## config.mk

```make
export PLATFORM = sky130hd
export DESIGN_NAME = revo_encoder_top
export DESIGN_NICKNAME = d
export VERILOG_FILES = /design/src/revo_pkg.sv /design/src/revo_stream_sampler.sv /design/src/trigger_word_fifo.sv /design/src/word_serializer.sv /design/src/revo_encoder_top.sv
export SDC_FILE = /design/constraint.sdc
export NUM_CORES = 1
export LEC_CHECK = 0
export ABC_AREA = 1
export BUFFER_PORTS_ARGS = -buffer_cell sky130_fd_sc_hd__buf_2
export CAP_MARGIN = 20
export CORE_AREA = 2 2 57 80
export DETAILED_ROUTE_END_ITERATION = 7
export DIE_AREA = 0 0 59 82
export HOLD_SLACK_MARGIN = 0.03
export PLACE_DENSITY = 0.75
export SETUP_SLACK_MARGIN = 0.4
export SLEW_MARGIN = 20
export SYNTH_ARGS = -nofsm -noshare
export SYNTH_HDL_FRONTEND = slang
export SYNTH_HIERARCHICAL = 1
export SYNTH_SLANG_ARGS = --single-unit
```

## constraint.sdc

```tcl
create_clock -name clock127 -period 2.9 [get_ports clock127]
set_input_delay 0.29 -clock clock127 [delete_from_list [all_inputs] [get_ports clock127]]
set_output_delay 0.29 -clock clock127 [all_outputs]
set_load 0.005 [all_outputs]
```

## src/revo_pkg.sv

```systemverilog
package revo_pkg;

	// ------------------------------
	// frame ring and word kinds
	// ------------------------------

	// four-cycle frame of the sampler, in ring order
	typedef enum logic [1:0] {
		PHASE_LATCH,
		PHASE_REDUCE,
		PHASE_ARM,
		PHASE_VETO
	} phase_t;

	// one entry of the trigger word FIFO
	typedef enum logic {
		WORD_NULL,
		WORD_TRG
	} word_kind_t;

	// ------------------------------
	// line format
	// ------------------------------

	// serial patterns, sent msb first
	localparam logic [7:0] WORD_NULL_PATTERN = 8'b11000000;
	localparam logic [7:0] WORD_TRG_PATTERN = 8'b00111111;

	// four 509 MHz samples per 127 MHz period
	localparam int SAMPLES_PER_CYCLE = 4;

	// serial bits sent per clock127 cycle
	localparam int BITS_PER_CYCLE = 2;

endpackage

```

## src/revo_stream_sampler.sv

```systemverilog
`timescale 1ns/1ps

module revo_stream_sampler import revo_pkg::*; #(
	parameter int TRGSTREAM_WIDTH = 16,
	parameter int TRG_MAX_DURATION = 8
) (
	input  logic clock127,
	input  logic reset,
	input  logic [SAMPLES_PER_CYCLE-1:0] revo_samples,
	output logic push,
	output word_kind_t push_kind,
	output logic trg_level
);

	localparam int UPPER_WIDTH = TRGSTREAM_WIDTH - TRG_MAX_DURATION;

	// sliding window, newest samples at the low end
	logic [TRGSTREAM_WIDTH-1:0] window;

	phase_t phase;
	phase_t next_phase;

	// split of the window latched at the start of a frame
	logic [UPPER_WIDTH-1:0] upper;
	logic [TRG_MAX_DURATION-1:0] lower;
	logic upper_any;
	logic lower_any;

	// decision being built for the current frame
	logic should_trg;

	// set once the first full frame has been evaluated
	logic primed;

	// ------------------------------
	// sample window
	// ------------------------------

	// revo_samples[3] is the oldest of the four, so it lands highest
	always_ff @(posedge clock127) begin
		if (reset) begin
			window <= '0;
		end else begin
			window <= {window[TRGSTREAM_WIDTH-SAMPLES_PER_CYCLE-1:0], revo_samples};
		end
	end

	// ------------------------------
	// frame ring
	// ------------------------------

	always_comb begin
		case (phase)
			PHASE_LATCH: next_phase = PHASE_REDUCE;
			PHASE_REDUCE: next_phase = PHASE_ARM;
			PHASE_ARM: next_phase = PHASE_VETO;
			default: next_phase = PHASE_LATCH;
		endcase
	end

	always_ff @(posedge clock127) begin
		if (reset) begin
			phase <= PHASE_LATCH;
			primed <= 1'b0;
		end else begin
			phase <= next_phase;
			if (phase == PHASE_VETO) begin
				primed <= 1'b1;
			end
		end
	end

	// ------------------------------
	// split and reduce
	// ------------------------------

	always_ff @(posedge clock127) begin
		if (phase == PHASE_LATCH) begin
			upper <= window[TRGSTREAM_WIDTH-1:TRG_MAX_DURATION];
			lower <= window[TRG_MAX_DURATION-1:0];
		end
		if (phase == PHASE_REDUCE) begin
			upper_any <= |upper;
			lower_any <= |lower;
		end
	end

	// ------------------------------
	// arm then veto
	// ------------------------------

	// pulse in the newest part arms, any activity in the older part vetoes
	always_ff @(posedge clock127) begin
		if (reset) begin
			should_trg <= 1'b0;
			trg_level <= 1'b0;
		end else begin
			case (phase)
				PHASE_LATCH: begin
					if (primed) begin
						trg_level <= should_trg;
					end
				end
				PHASE_REDUCE: begin
					should_trg <= 1'b0;
				end
				PHASE_ARM: begin
					if (lower_any) begin
						should_trg <= 1'b1;
					end
				end
				default: begin
					if (upper_any) begin
						should_trg <= 1'b0;
					end
				end
			endcase
		end
	end

	// the finished decision is handed over as the next frame opens
	assign push = primed && (phase == PHASE_LATCH);
	assign push_kind = should_trg ? WORD_TRG : WORD_NULL;

	// a push opens a frame and carries the arm then veto result of the last one
	push_matches_rule: assert property (
		@(posedge clock127) disable iff (reset)
		push |-> (phase == PHASE_LATCH)
			&& ((push_kind == WORD_TRG) == (lower_any && !upper_any))
	);

endmodule

```

## src/trigger_word_fifo.sv

```systemverilog
`timescale 1ns/1ps

module trigger_word_fifo import revo_pkg::*; #(
	parameter int FIFO_DEPTH = 4
) (
	input  logic clock127,
	input  logic reset,
	input  logic push,
	input  word_kind_t push_kind,
	input  logic pop,
	output logic empty,
	output word_kind_t head_kind,
	output logic overflow
);

	localparam int ADDR_WIDTH = (FIFO_DEPTH > 1) ? $clog2(FIFO_DEPTH) : 1;
	localparam logic [ADDR_WIDTH:0] FULL_COUNT = (ADDR_WIDTH+1)'(FIFO_DEPTH);

	word_kind_t storage [FIFO_DEPTH];

	logic [ADDR_WIDTH-1:0] write_ptr;
	logic [ADDR_WIDTH-1:0] read_ptr;
	logic [ADDR_WIDTH:0] count;

	logic full;
	logic take;
	logic accept;

	// ------------------------------
	// status and head
	// ------------------------------

	assign full = (count == FULL_COUNT);
	assign empty = (count == '0);

	// show-ahead, the head entry is on the output whenever not empty
	assign head_kind = storage[read_ptr];

	assign take = pop && !empty;

	// a full FIFO still takes a push when the head leaves in the same cycle
	assign accept = push && (!full || take);

	// ------------------------------
	// storage
	// ------------------------------

	always_ff @(posedge clock127) begin
		if (accept) begin
			storage[write_ptr] <= push_kind;
		end
	end

	// ------------------------------
	// pointers, count, overflow
	// ------------------------------

	// depth is a power of two so the pointers simply wrap
	always_ff @(posedge clock127) begin
		if (reset) begin
			write_ptr <= '0;
			read_ptr <= '0;
			count <= '0;
			overflow <= 1'b0;
		end else begin
			if (accept) begin
				write_ptr <= write_ptr + 1'b1;
			end
			if (take) begin
				read_ptr <= read_ptr + 1'b1;
			end
			case ({accept, take})
				2'b10: count <= count + 1'b1;
				2'b01: count <= count - 1'b1;
				default: count <= count;
			endcase
			// dropped push, held until reset
			if (push && !accept) begin
				overflow <= 1'b1;
			end
		end
	end

	// the serializer must only pop a word that is really there
	no_pop_when_empty: assert property (
		@(posedge clock127) disable iff (reset)
		pop |-> !empty
	);

endmodule

```

## src/word_serializer.sv

```systemverilog
`timescale 1ns/1ps

module word_serializer import revo_pkg::*; (
	input  logic clock127,
	input  logic reset,
	input  logic empty,
	input  word_kind_t head_kind,
	output logic pop,
	output logic [BITS_PER_CYCLE-1:0] serial_data,
	output logic serial_valid,
	output logic word_start,
	output logic trg_enable_n
);

	localparam int WORD_BITS = $bits(WORD_NULL_PATTERN);
	localparam int PAIRS_PER_WORD = WORD_BITS / BITS_PER_CYCLE;
	localparam int PAIR_WIDTH = $clog2(PAIRS_PER_WORD);
	localparam logic [PAIR_WIDTH-1:0] LAST_PAIR = PAIR_WIDTH'(PAIRS_PER_WORD - 1);

	logic busy;
	logic [PAIR_WIDTH-1:0] pair_count;
	logic last_pair;

	// word on the line and its kind
	logic [WORD_BITS-1:0] shift_reg;
	word_kind_t word_kind;
	logic [WORD_BITS-1:0] next_pattern;

	// ------------------------------
	// pop and pattern select
	// ------------------------------

	assign last_pair = busy && (pair_count == LAST_PAIR);

	// back to back words when the FIFO keeps up
	assign pop = !empty && (!busy || last_pair);

	assign next_pattern = (head_kind == WORD_TRG) ? WORD_TRG_PATTERN : WORD_NULL_PATTERN;

	// ------------------------------
	// pair counter
	// ------------------------------

	always_ff @(posedge clock127) begin
		if (reset) begin
			busy <= 1'b0;
			pair_count <= '0;
		end else if (pop) begin
			busy <= 1'b1;
			pair_count <= '0;
		end else if (last_pair) begin
			busy <= 1'b0;
		end else if (busy) begin
			pair_count <= pair_count + 1'b1;
		end
	end

	// ------------------------------
	// shift register
	// ------------------------------

	always_ff @(posedge clock127) begin
		if (pop) begin
			shift_reg <= next_pattern;
			word_kind <= head_kind;
		end else begin
			shift_reg <= shift_reg << BITS_PER_CYCLE;
		end
	end

	// msb pair first, line held low between words
	assign serial_data = busy ? shift_reg[WORD_BITS-1 -: BITS_PER_CYCLE] : '0;
	assign serial_valid = busy;
	assign word_start = busy && (pair_count == '0);

	// active-low strobe over all four cycles of a trigger word
	assign trg_enable_n = !(busy && (word_kind == WORD_TRG));

	// a word is never cut short by an early pop
	pop_at_word_boundary: assert property (
		@(posedge clock127) disable iff (reset)
		word_start |=> (serial_valid && !word_start) ##1 (serial_valid && !word_start)
			##1 (serial_valid && !word_start)
	);

endmodule

```

## src/revo_encoder_top.sv

```systemverilog
`timescale 1ns/1ps

module revo_encoder_top import revo_pkg::*; #(
	parameter int TRGSTREAM_WIDTH = 16,
	parameter int TRG_MAX_DURATION = 8,
	parameter int FIFO_DEPTH = 4
) (
	input  logic clock127,
	input  logic reset,
	input  logic [SAMPLES_PER_CYCLE-1:0] revo_samples,
	output logic [BITS_PER_CYCLE-1:0] serial_data,
	output logic serial_valid,
	output logic word_start,
	output logic trg_enable_n,
	output logic trg_level,
	output logic overflow
);

	// sampler to FIFO
	logic push;
	word_kind_t push_kind;

	// FIFO to serializer and back
	logic pop;
	logic empty;
	word_kind_t head_kind;

	// ------------------------------
	// producer, buffer, consumer
	// ------------------------------

	revo_stream_sampler #(
		.TRGSTREAM_WIDTH(TRGSTREAM_WIDTH),
		.TRG_MAX_DURATION(TRG_MAX_DURATION)
	) sampler (
		.clock127(clock127),
		.reset(reset),
		.revo_samples(revo_samples),
		.push(push),
		.push_kind(push_kind),
		.trg_level(trg_level)
	);

	trigger_word_fifo #(
		.FIFO_DEPTH(FIFO_DEPTH)
	) word_fifo (
		.clock127(clock127),
		.reset(reset),
		.push(push),
		.push_kind(push_kind),
		.pop(pop),
		.empty(empty),
		.head_kind(head_kind),
		.overflow(overflow)
	);

	word_serializer serializer (
		.clock127(clock127),
		.reset(reset),
		.empty(empty),
		.head_kind(head_kind),
		.pop(pop),
		.serial_data(serial_data),
		.serial_valid(serial_valid),
		.word_start(word_start),
		.trg_enable_n(trg_enable_n)
	);

endmodule

```

# Yosys cells after proc, flatten, opt, wreduce, memory -nomap -nowiden
# Memories as Yosys holds them, arrays and structs flattened. A register that Yosys moved wholly into a read port is not among the register bits.
# Index checks and enable logic that the tools add are counted.
dict set report totals {
  ramBits 4
  ff_bits 59
  output_inout_bits 7
  n_memories 1
  elab_cells 76
}
dict set report classes {
  n_addsub 5
  n_reduce_logical 27
  n_eq_ne 8
  bitwise 2
  n_mux 15
}
# name depth width rd rd_clocked_by_memory_dff write_ports line_no
set mem_list {}
lappend mem_list {word_fifo.storage 4 1 1 1 1 trigger_word_fifo.sv:19} ;# word_kind_t storage [FIFO_DEPTH];
# op n
set op_table {}
lappend op_table {{$mux W8} 2}
lappend op_table {{$reduce_or A8 Y1} 2}
lappend op_table {{$eq A2 B2 Y1 const B} 4}
lappend op_table {{$logic_and A1 B1 Y1} 8}
lappend op_table {{$mux W1} 7}
lappend op_table {{$add A2 B1 Y2 const B} 3}
lappend op_table {{$mux W2} 3}
lappend op_table {{$pmux W2 S3} 1}
lappend op_table {{$pmux W3 S2} 1}
lappend op_table {{$logic_not A1 Y1} 5}
lappend op_table {{$eq A2 B1 Y1 const B} 2}
lappend op_table {{$logic_not A2 Y1} 2}
lappend op_table {{$reduce_and A2 Y1} 2}
lappend op_table {{$reduce_bool A2 Y1} 2}
lappend op_table {{$add A3 B1 Y3 const B} 1}
lappend op_table {{$eq A3 B3 Y1 const B} 1}
lappend op_table {{$logic_not A3 Y1} 1}
lappend op_table {{$pmux W1 S3} 1}
lappend op_table {{$reduce_and A3 Y1} 1}
lappend op_table {{$reduce_bool A3 Y1} 1}
lappend op_table {{$sub A3 B1 Y3 const B} 1}
lappend op_table {{$logic_or A1 B1 Y1} 2}
lappend op_table {{$ne A2 B1 Y1 const B} 1}
lappend op_table {{$not A1 Y1} 2}
lappend op_table {{$reduce_or A2 Y1} 1}

# Longest topological paths before layout
# Gate-level depths: netlist (run 1).
dict set report depth {
  ltp_word 9
  depth_mapped 18
}

# Cells and area by module
# The synthesis (run 1) kept the hierarchy.
# mod area_per_inst_um2 cells_per_inst instances seq_area_each_um2
set by_module_without_submodules {}
lappend by_module_without_submodules {revo_stream_sampler 1296.2 108 1 960.9}
lappend by_module_without_submodules {trigger_word_fifo 700.7 87 1 320.3}
lappend by_module_without_submodules {word_serializer 342.8 43 1 170.2}

# Least setup slack after synthesis (run 1)
# OpenSTA, ideal clock, no wires.
dict set report synth_timing {
  kind {reg2reg}
  startpoint {register sampler.phase[0]}
  endpoint {register word_fifo.count[1]}
  required_time_ps 2830
  period_less_slack_ps 2213
  slack_ps 687
  stages_incl_launch_ff 10
  path_buffers 0
  arrival_ps 2144
  path_cell_list {dfxtp_1 > inv_1 > ha_1 > nand2_1 > inv_2 > nand2_1 > ha_1 > inv_1 > fa_1 > a21oi_1}
}
dict set report synth_between {
  elab_chain_cells 5
  elab_cells_between_ends 7
  classes_between {eq/ne: 2; mux: 1; reduce/logical: 4}
}
# element line_no
set synth_rtl {}
lappend synth_rtl {{start, declared} revo_stream_sampler.sv:20} ;# phase_t phase;
lappend synth_rtl {{start signal, assigned} revo_stream_sampler.sv:66} ;# phase <= next_phase;
lappend synth_rtl {{$logic_not A2 Y1 *} revo_stream_sampler.sv:122} ;# assign push = primed && (phase == PHASE_LATCH);
lappend synth_rtl {{$logic_and A1 B1 Y1 *} revo_stream_sampler.sv:122}
lappend synth_rtl {{named net push} revo_encoder_top.sv:20} ;# logic push;
lappend synth_rtl {{$logic_and A1 B1 Y1 *} trigger_word_fifo.sv:42} ;# assign accept = push && (!full || take);
lappend synth_rtl {{$eq A2 B1 Y1 / $eq A2 B2 Y1 (equally long branches)} trigger_word_fifo.sv:72} ;# case ({accept, take})
lappend synth_rtl {{$pmux W3 S2 / $reduce_bool A2 Y1 (equally long branches)} --}
lappend synth_rtl {{end signal, assigned} trigger_word_fifo.sv:73} ;# 2'b10: count <= count + 1'b1;
lappend synth_rtl {{end signal, assigned} trigger_word_fifo.sv:74} ;# 2'b01: count <= count - 1'b1;
lappend synth_rtl {{end signal, assigned} trigger_word_fifo.sv:75} ;# default: count <= count;
lappend synth_rtl {{end, declared} trigger_word_fifo.sv:23} ;# logic [ADDR_WIDTH:0] count;
# The timed path passes the listed nets; every way through them passes the cells marked *.
# A chain may end at the register's enable or synchronous reset.

# Worst setup path after layout (run 1)
dict set report layout_timing {
  startpoint {register serializer.pair_count[0]}
  endpoint {register word_fifo.count[2]}
}
dict set report layout_between {
  elab_chain_cells 9
  elab_cells_between_ends 11
  classes_between {eq/ne: 3; mux: 1; reduce/logical: 7}
}
# element line_no
set layout_rtl {}
lappend layout_rtl {{start, declared} word_serializer.sv:21} ;# logic [PAIR_WIDTH-1:0] pair_count;
lappend layout_rtl {{start signal, assigned} word_serializer.sv:54} ;# pair_count <= pair_count + 1'b1;
lappend layout_rtl {{$eq A2 B2 Y1 *} word_serializer.sv:33} ;# assign last_pair = busy && (pair_count == LAST_PAIR);
lappend layout_rtl {{$logic_and A1 B1 Y1 *} word_serializer.sv:33}
lappend layout_rtl {{$logic_or A1 B1 Y1 *} word_serializer.sv:36} ;# assign pop = !empty && (!busy || last_pair);
lappend layout_rtl {{$logic_and A1 B1 Y1 *} word_serializer.sv:36}
lappend layout_rtl {{named net pop} revo_encoder_top.sv:24} ;# logic pop;
lappend layout_rtl {{$logic_and A1 B1 Y1 *} trigger_word_fifo.sv:39} ;# assign take = pop && !empty;
lappend layout_rtl {{$logic_or A1 B1 Y1} trigger_word_fifo.sv:42}
lappend layout_rtl {{$logic_and A1 B1 Y1} trigger_word_fifo.sv:42}
lappend layout_rtl {{$eq A2 B1 Y1 / $eq A2 B2 Y1 (equally long branches)} trigger_word_fifo.sv:72}
lappend layout_rtl {{$pmux W3 S2 / $reduce_bool A2 Y1 (equally long branches)} --}
# Marked as above.

==> results.json, run 1 <==
{
  "rows": 28,
  "largest_register_ffs": 16,
  "tns_ns": 0,
  "drc": 0,
  "tightest_slew_ns": 0.451,
  "ys_ff_latch": 61,
  "p_per_area_mw_per_mm2": 807,
  "yosysSeqAreaShare": 0.620,
  "clock_sinks": 61,
  "routed_wirelength_um": 3250,
  "port-buffer-count": 12,
  "min_path_type": "input pin to register",
  "setup_violations": 0,
  "core_area_mm2": 0.00413,
  "p_sw_uw": 565,
  "power_frac_seq": 0.524,
  "finalCriticalPeriod_ns": 2.29,
  "grt_pass1_wl_um": 5440,
  "cts_root_buf": "clkbuf_8",
  "grt_max_degree": 26,
  "num-nets-final": 279,
  "start_util": 0.566,
  "cts_made_buffers": 9,
  "vias_per_cell": 4.78,
  "finalWeightedCongestion": 0.742,
  "relSlewSlack": 0.699,
  "cts.path.max_buffers": 2,
  "first_iter_violations": 55,
  "power.share.switching": 0.263,
  "critPathLaunchType": "register",
  "clk_pin_slew_worst_paths_ns": 0.07,
  "drv_cap": 0,
  "combinationalPowerShare": 0.140,
  "syn_avg_cell_area_um2": 9.83,
  "num_io_pins": 13,
  "syn_nets": 257,
  "fmax_mhz": 437,
  "ant_nets": 0,
  "use_met2": 0.291,
  "top_usage_layer": "met2",
  "drive_gt1_frac": 0.174,
  "layout_commonest_cell": "inv_1",
  "required_ns": 3.12,
  "dpl.hpwl_um": 2370,
  "htree_levels": 3,
  "antenna_found_initial": 0,
  "reg_top3": "sampler/window (16), sampler/lower (8), sampler/upper (8)",
  "ir_drop_v": 0.000488,
  "antenna_cells": 0,
  "vias": 1483,
  "pwr-share-clk": 0.336,
  "p_total_mw": 2.15,
  "grt_pass1_vias": 1359,
  "netlist_area_mm2": 0.00234,
  "critPathKind": "register to register",
  "grt_use_total": 0.158,
  "post_drt_wl_per_cell_um": 10.5,
  "arrival_ns": 2.51,
  "grtUsageMet1": 0.149,
  "clock_skew_ns": 0.00593,
  "area_delta_synth_final_pct": 13.8,
  "cp-end-kind": "register",
  "finalMaxSlewViolations": 0,
  "run_status": "completed",
  "overflow": 0,
  "top_register": "sampler/window",
  "p_leak_nw": 1.18,
  "tritoncts": "done",
  "use_met3": 0.0331,
  "yosysWarningCount": 6,
  "final_cell_mix": "inv_1 (51), dfxtp_1 (38), nor2_1 (35), nand2_1 (31), edfxtp_1 (23)",
  "hold_viol_final": 0,
  "die_h_um": 82,
  "p_int_mw": 1.58,
  "die_width_um": 59,
  "clk_latency_ns": 0.32,
  "syn_inst": 238,
  "post-route-period-util": 0.789,
  "die_area_mm2": 0.00484,
  "rsz0062_at_grt": "false",
  "drt_first_pass_iters": 4,
  "crit_fanout": 6,
  "ys_types": 24
}
## per-layer routing
metal | vias to the layer above | wire length, µm
met4 | 0 | 84
met2 | 23 | 1760
met3 | 8 | 97
li1 | 778 | -
met1 | 674 | 1310
met5 | - | 0
## kinds of logic after synthesis
group | count (synthesis) | share of synthesized area
flops | 61 | 0.620
fa+ha+maj | 13 | 0.0727
compound gates | 15 | 0.0353
simple gates | 91 | 0.173
buf+inv | 58 | 0.0984
## worst max-delay path, cell delays in order (launching register included)
cell	delay, ns
dfxtp_1	0.32
ha_1	0.19
inv_1	0.09
nand2_2	0.10
nand2_4	0.11
inv_2	0.07
inv_1	0.11
nand3_4	0.12
nand2_4	0.10
ha_1	0.16
inv_1	0.07
fa_1	0.38
inv_1	0.07
nand2_1	0.04
nand3_1	0.09
nand2_1	0.06
nand2_1	0.05
nor2_1	0.04
## cell type report
type	count	area (µm²)
Clock buffer	10	138
Clock inverter	6	62.6
Fill cell	347	1470
Inverter	55	206
Multi-Input combinational cell	119	673
Sequential cell	61	1450
Tap cell	45	56.3
Timing Repair Buffer	14	75.1
## repair_timing
item	in CTS	in global routing
hold buffers	0	0
endpoints found under the setup margin	0	1
gates resized for setup	0	4
setup buffers	0	1
## cells in the mapped netlist
master     n  area, µm²
nor2_4     1       11.3
nand3_2    1       10.0
nand3_1    8       40.0
nand2_2    5       31.3
a32oi_1    1       8.76
nand2_4    1       11.3
nand2_1   32        120
dfxtp_1   38        761
a21oi_2    1       8.76
o21ai_0    3       15.0
nand4_1    1       6.26
buf_4      1       7.51
buf_6      1       11.3
edfxtp_1  23        691
ha_1      12        150
buf_2      1       5.00
nor2_2     3       18.8
fa_1       1       20.0
inv_2      3       11.3
nor2_1    35        131
inv_1     52        195
o21ai_1    1       5.00
nor4_1     4       25.0
a21oi_1    9       45.0
## power by group through the flow
stage                     clock, mW  combinational, mW  sequential, mW
after global placement            0              0.285            1.14
after global routing          0.782              0.343            1.14
after detailed placement          0              0.297            1.15
after CTS                     0.739              0.299            1.13
after floorplan                   0              0.229            1.12
final                         0.721              0.301            1.13
## path summary, 6_finish.rpt
kind / start / slack [ns] / cells after the start / to
worst min-delay path: revo_samples[3] / 0.16 / 3 / sampler/window[3]$_SDFF_PP0_
worst max-delay path: serializer/pair_count[0]$_SDFFE_PP0P_ / 0.61 / 17 / word_fifo/count[2]$_SDFFE_PP0P_
worst min register to register: sampler/window[14]$_SDFF_PP0_ / 0.40 / 0 / sampler/upper[6]$_DFFE_PN_
worst max register to register: serializer/pair_count[0]$_SDFFE_PP0P_ / 0.61 / 17 / word_fifo/count[2]$_SDFFE_PP0P_
## per-stage QoR
| stage | setup slack [ns] | cells | hold WS, ns | area [µm²] | util |
|---|---|---|---|---|---|
| 2_1_floorplan | 0.687 | 238 | 0.359 | 2340 | - |
| 3_3_place_gp | 0.679 | 293 | 0.386 | 2440 | 0.590 |
| 3_5_place_dp | 0.573 | 293 | 0.392 | 2440 | 0.590 |
| 4_1_cts | 0.537 | 309 | 0.153 | 2640 | 0.639 |
| 5_1_grt | 0.408 | 310 | 0.150 | 2660 | 0.644 |
| 6_report | 0.611 | 310 | 0.163 | 2660 | 0.644 |
Power figures use the tool's default switching activity.
==> inputs of run 2 (changes only) <==
- CORE_AREA: 2 2 57 80 -> 2 2 60 84
- DIE_AREA: 0 0 59 82 -> 0 0 62 86
- PLACE_DENSITY: 0.75 -> 0.71
- clock period: 2.9 -> 2.1 ns (I/O delays scaled with it)
==> run 2 against run 1 <==
  * Global-route usage grew 0.57 points
  * Cell count grew 11%
  * Clock-buffer cell count grew 1
  * Clock power grew 47%
  * Worst setup slack lost 0.46 ns
  * Clock skew grew 0.00073 ns
  * Design area grew 9.2%
  * Core utilization shrank 0.30 points
  * Flip-flop and latch count is the same
  * Critical path depth is the same
  * Critical endpoint unchanged
  * Largest cell class unchanged
  * Highest routed layer unchanged
==> results.json, run 2 (synthesized netlist as in run 1, its figures left out) <==
{
  "ctsHoldBuffers": 0,
  "grt_pass1_wl_um": 6070,
  "first_iter_violations": 54,
  "post_drt_wl_per_cell_um": 10.8,
  "grt_max_degree": 26,
  "path_buf_inv": 5,
  "tritoncts": "done",
  "relSlewSlack": 0.680,
  "crit_chain": "ha_4, inv_2, nand2_4, nand2_4, inv_6, inv_4, nand3_4, nand2_4, ha_4, inv_4, fa_2, inv_2, nand2_1, nand3_2, nand2_2, nand2_1, nor2_1",
  "cp-end-kind": "register",
  "antenna_found_initial": 0,
  "rsz0062_at_grt": "true",
  "p_per_area_mw_per_mm2": 1090,
  "ir_drop_v": 0.000597,
  "grt_use_total": 0.164,
  "drv_cap": 0,
  "dp_cells": 312,
  "nFillCells": 374,
  "drc": 0,
  "hold_viol_final": 0,
  "ant_nets": 0,
  "die_area_mm2": 0.00533,
  "layout_commonest_cell": "inv_1",
  "crit_fanout": 4,
  "htree_levels": 3,
  "vias": 1572,
  "use_met3": 0.0498,
  "finalMaxSlewViolations": 0,
  "cp_slowest_stage_delay_ns": 0.36,
  "num-nets-final": 297,
  "combinationalPowerShare": 0.174,
  "cts_root_buf": "clkbuf_8",
  "antenna_cells": 0,
  "finalCriticalPeriod_ns": 1.95,
  "finalWeightedCongestion": 0.727,
  "rows": 29,
  "required_ns": 2.33,
  "clk_latency_ns": 0.33,
  "largest_register_ffs": 16,
  "routed_wirelength_um": 3740,
  "area_delta_synth_final_pct": 24.3,
  "reg_top3": "sampler/window (16), sampler/lower (8), sampler/upper (8)",
  "clock_skew_ns": 0.00665,
  "start_util": 0.516,
  "critPathLaunchType": "register",
  "drt_first_pass_iters": 4,
  "stdcell_count": 345,
  "tightest_slew_ns": 0.480,
  "setup_violations": 0,
  "critPathKind": "register to register",
  "run_status": "completed",
  "top_usage_layer": "met2",
  "clock_sinks": 61,
  "slowest_stage": "fa_2",
  "power.share.switching": 0.271,
  "port-buffer-count": 12,
  "num_io_pins": 13,
  "p_int_mw": 2.31,
  "crit_top_cell": "nand2_4",
  "vias_per_cell": 4.56,
  "dpl.hpwl_um": 2340,
  "post-route-period-util": 0.927,
  "grtUsageMet1": 0.147,
  "die_width_um": 62,
  "critPathTopFamily": "adder cells",
  "final_cell_mix": "inv_1 (45), nor2_1 (35), dfxtp_1 (32), nand2_1 (29), edfxtp_1 (23)",
  "core_area_mm2": 0.00454,
  "die_h_um": 86,
  "pwr-share-clk": 0.335,
  "fmax_mhz": 514,
  "cts_made_buffers": 9,
  "arrival_ns": 2.18,
  "p_leak_nw": 1.27,
  "min_path_type": "input pin to register",
  "overflow": 0,
  "drive_gt1_frac": 0.300,
  "clk_pin_slew_worst_paths_ns": 0.07,
  "p_sw_uw": 858,
  "top_register": "sampler/window",
  "grt_pass1_vias": 1524,
  "power_frac_seq": 0.491,
  "tns_ns": 0,
  "use_met2": 0.295,
  "cts.path.max_buffers": 2
}
run 2: changes by cell type in the layout (fill, tap and decap cells not counted), moves of 5 or more:
cell / before / now
buf_4: 2 / 20
dfxtp_1: 38 / 32
dfxtp_2: 0 / 5
inv_1: 51 / 45
run 2: layout make-up:
class,instances,area (µm²),area share
clock inverter,5,58.8,0.0202
timing repair buffer,32,210,0.0723
tap,62,77.6,0.0267
inverter,55,216,0.0744
sequential,61,1460,0.503
clock buffer,11,151,0.0521
multi-input combinational,119,732,0.252
run 2: repair_timing:
item,CTS,global route
gates resized for setup,10,5
endpoints found under the setup margin,2,2
pin swaps,6,8
hold endpoints to repair,0,0
buffers inserted,12,5
run 2: tightest hold or removal path, delay by kind of cell:
kind,cells,cell delay [ns]
buf+inv,2,0.10
simple gates,1,0.06
run 2: path summary, 6_finish.rpt:
path / start / slack (ns) / end / cells after the start
worst min register to register: sampler/window[14]$_SDFF_PP0_ / 0.40 / sampler/upper[6]$_DFFE_PN_ / 0
worst max-delay path: serializer/pair_count[1]$_SDFFE_PP0P_ / 0.15 / word_fifo/count[2]$_SDFFE_PP0P_ / 17
worst min-delay path: revo_samples[1] / 0.08 / sampler/window[1]$_SDFF_PP0_ / 3
worst max register to register: serializer/pair_count[1]$_SDFFE_PP0P_ / 0.15 / word_fifo/count[2]$_SDFFE_PP0P_ / 17
run 2: power by group through the flow:
stage          sequential (mW)  clock (mW)  combinational [mW]
6_report                  1.55        1.06               0.551
4_1_cts                   1.55        1.09               0.533
5_1_grt                   1.57        1.14               0.627
2_1_floorplan             1.55           0               0.359
3_5_place_dp              1.58           0               0.469
3_3_place_gp              1.57           0               0.452
run 2: layer usage:
layer	part of all wire	vias to the layer above	routed length [µm]
met5	0	-	0
met4	0.026	0	96
met3	0.027	10	102
met2	0.56	22	2090
met1	0.39	731	1450
li1	-	809	-
run 2: metrics by stage:
stage	worst slack [ns]	hold slack (ns)	total power, mW	cell area (µm²)	utilization
after floorplan	0.197	0.279	1.91	2400	-
after global placement	0.149	0.387	2.02	2530	0.558
after detailed placement	0.0703	0.392	2.05	2530	0.558
after CTS	0.188	0.0690	3.18	2850	0.629
after global routing	0.0754	0.0698	3.35	2910	0.641
final	0.153	0.0796	3.17	2910	0.641
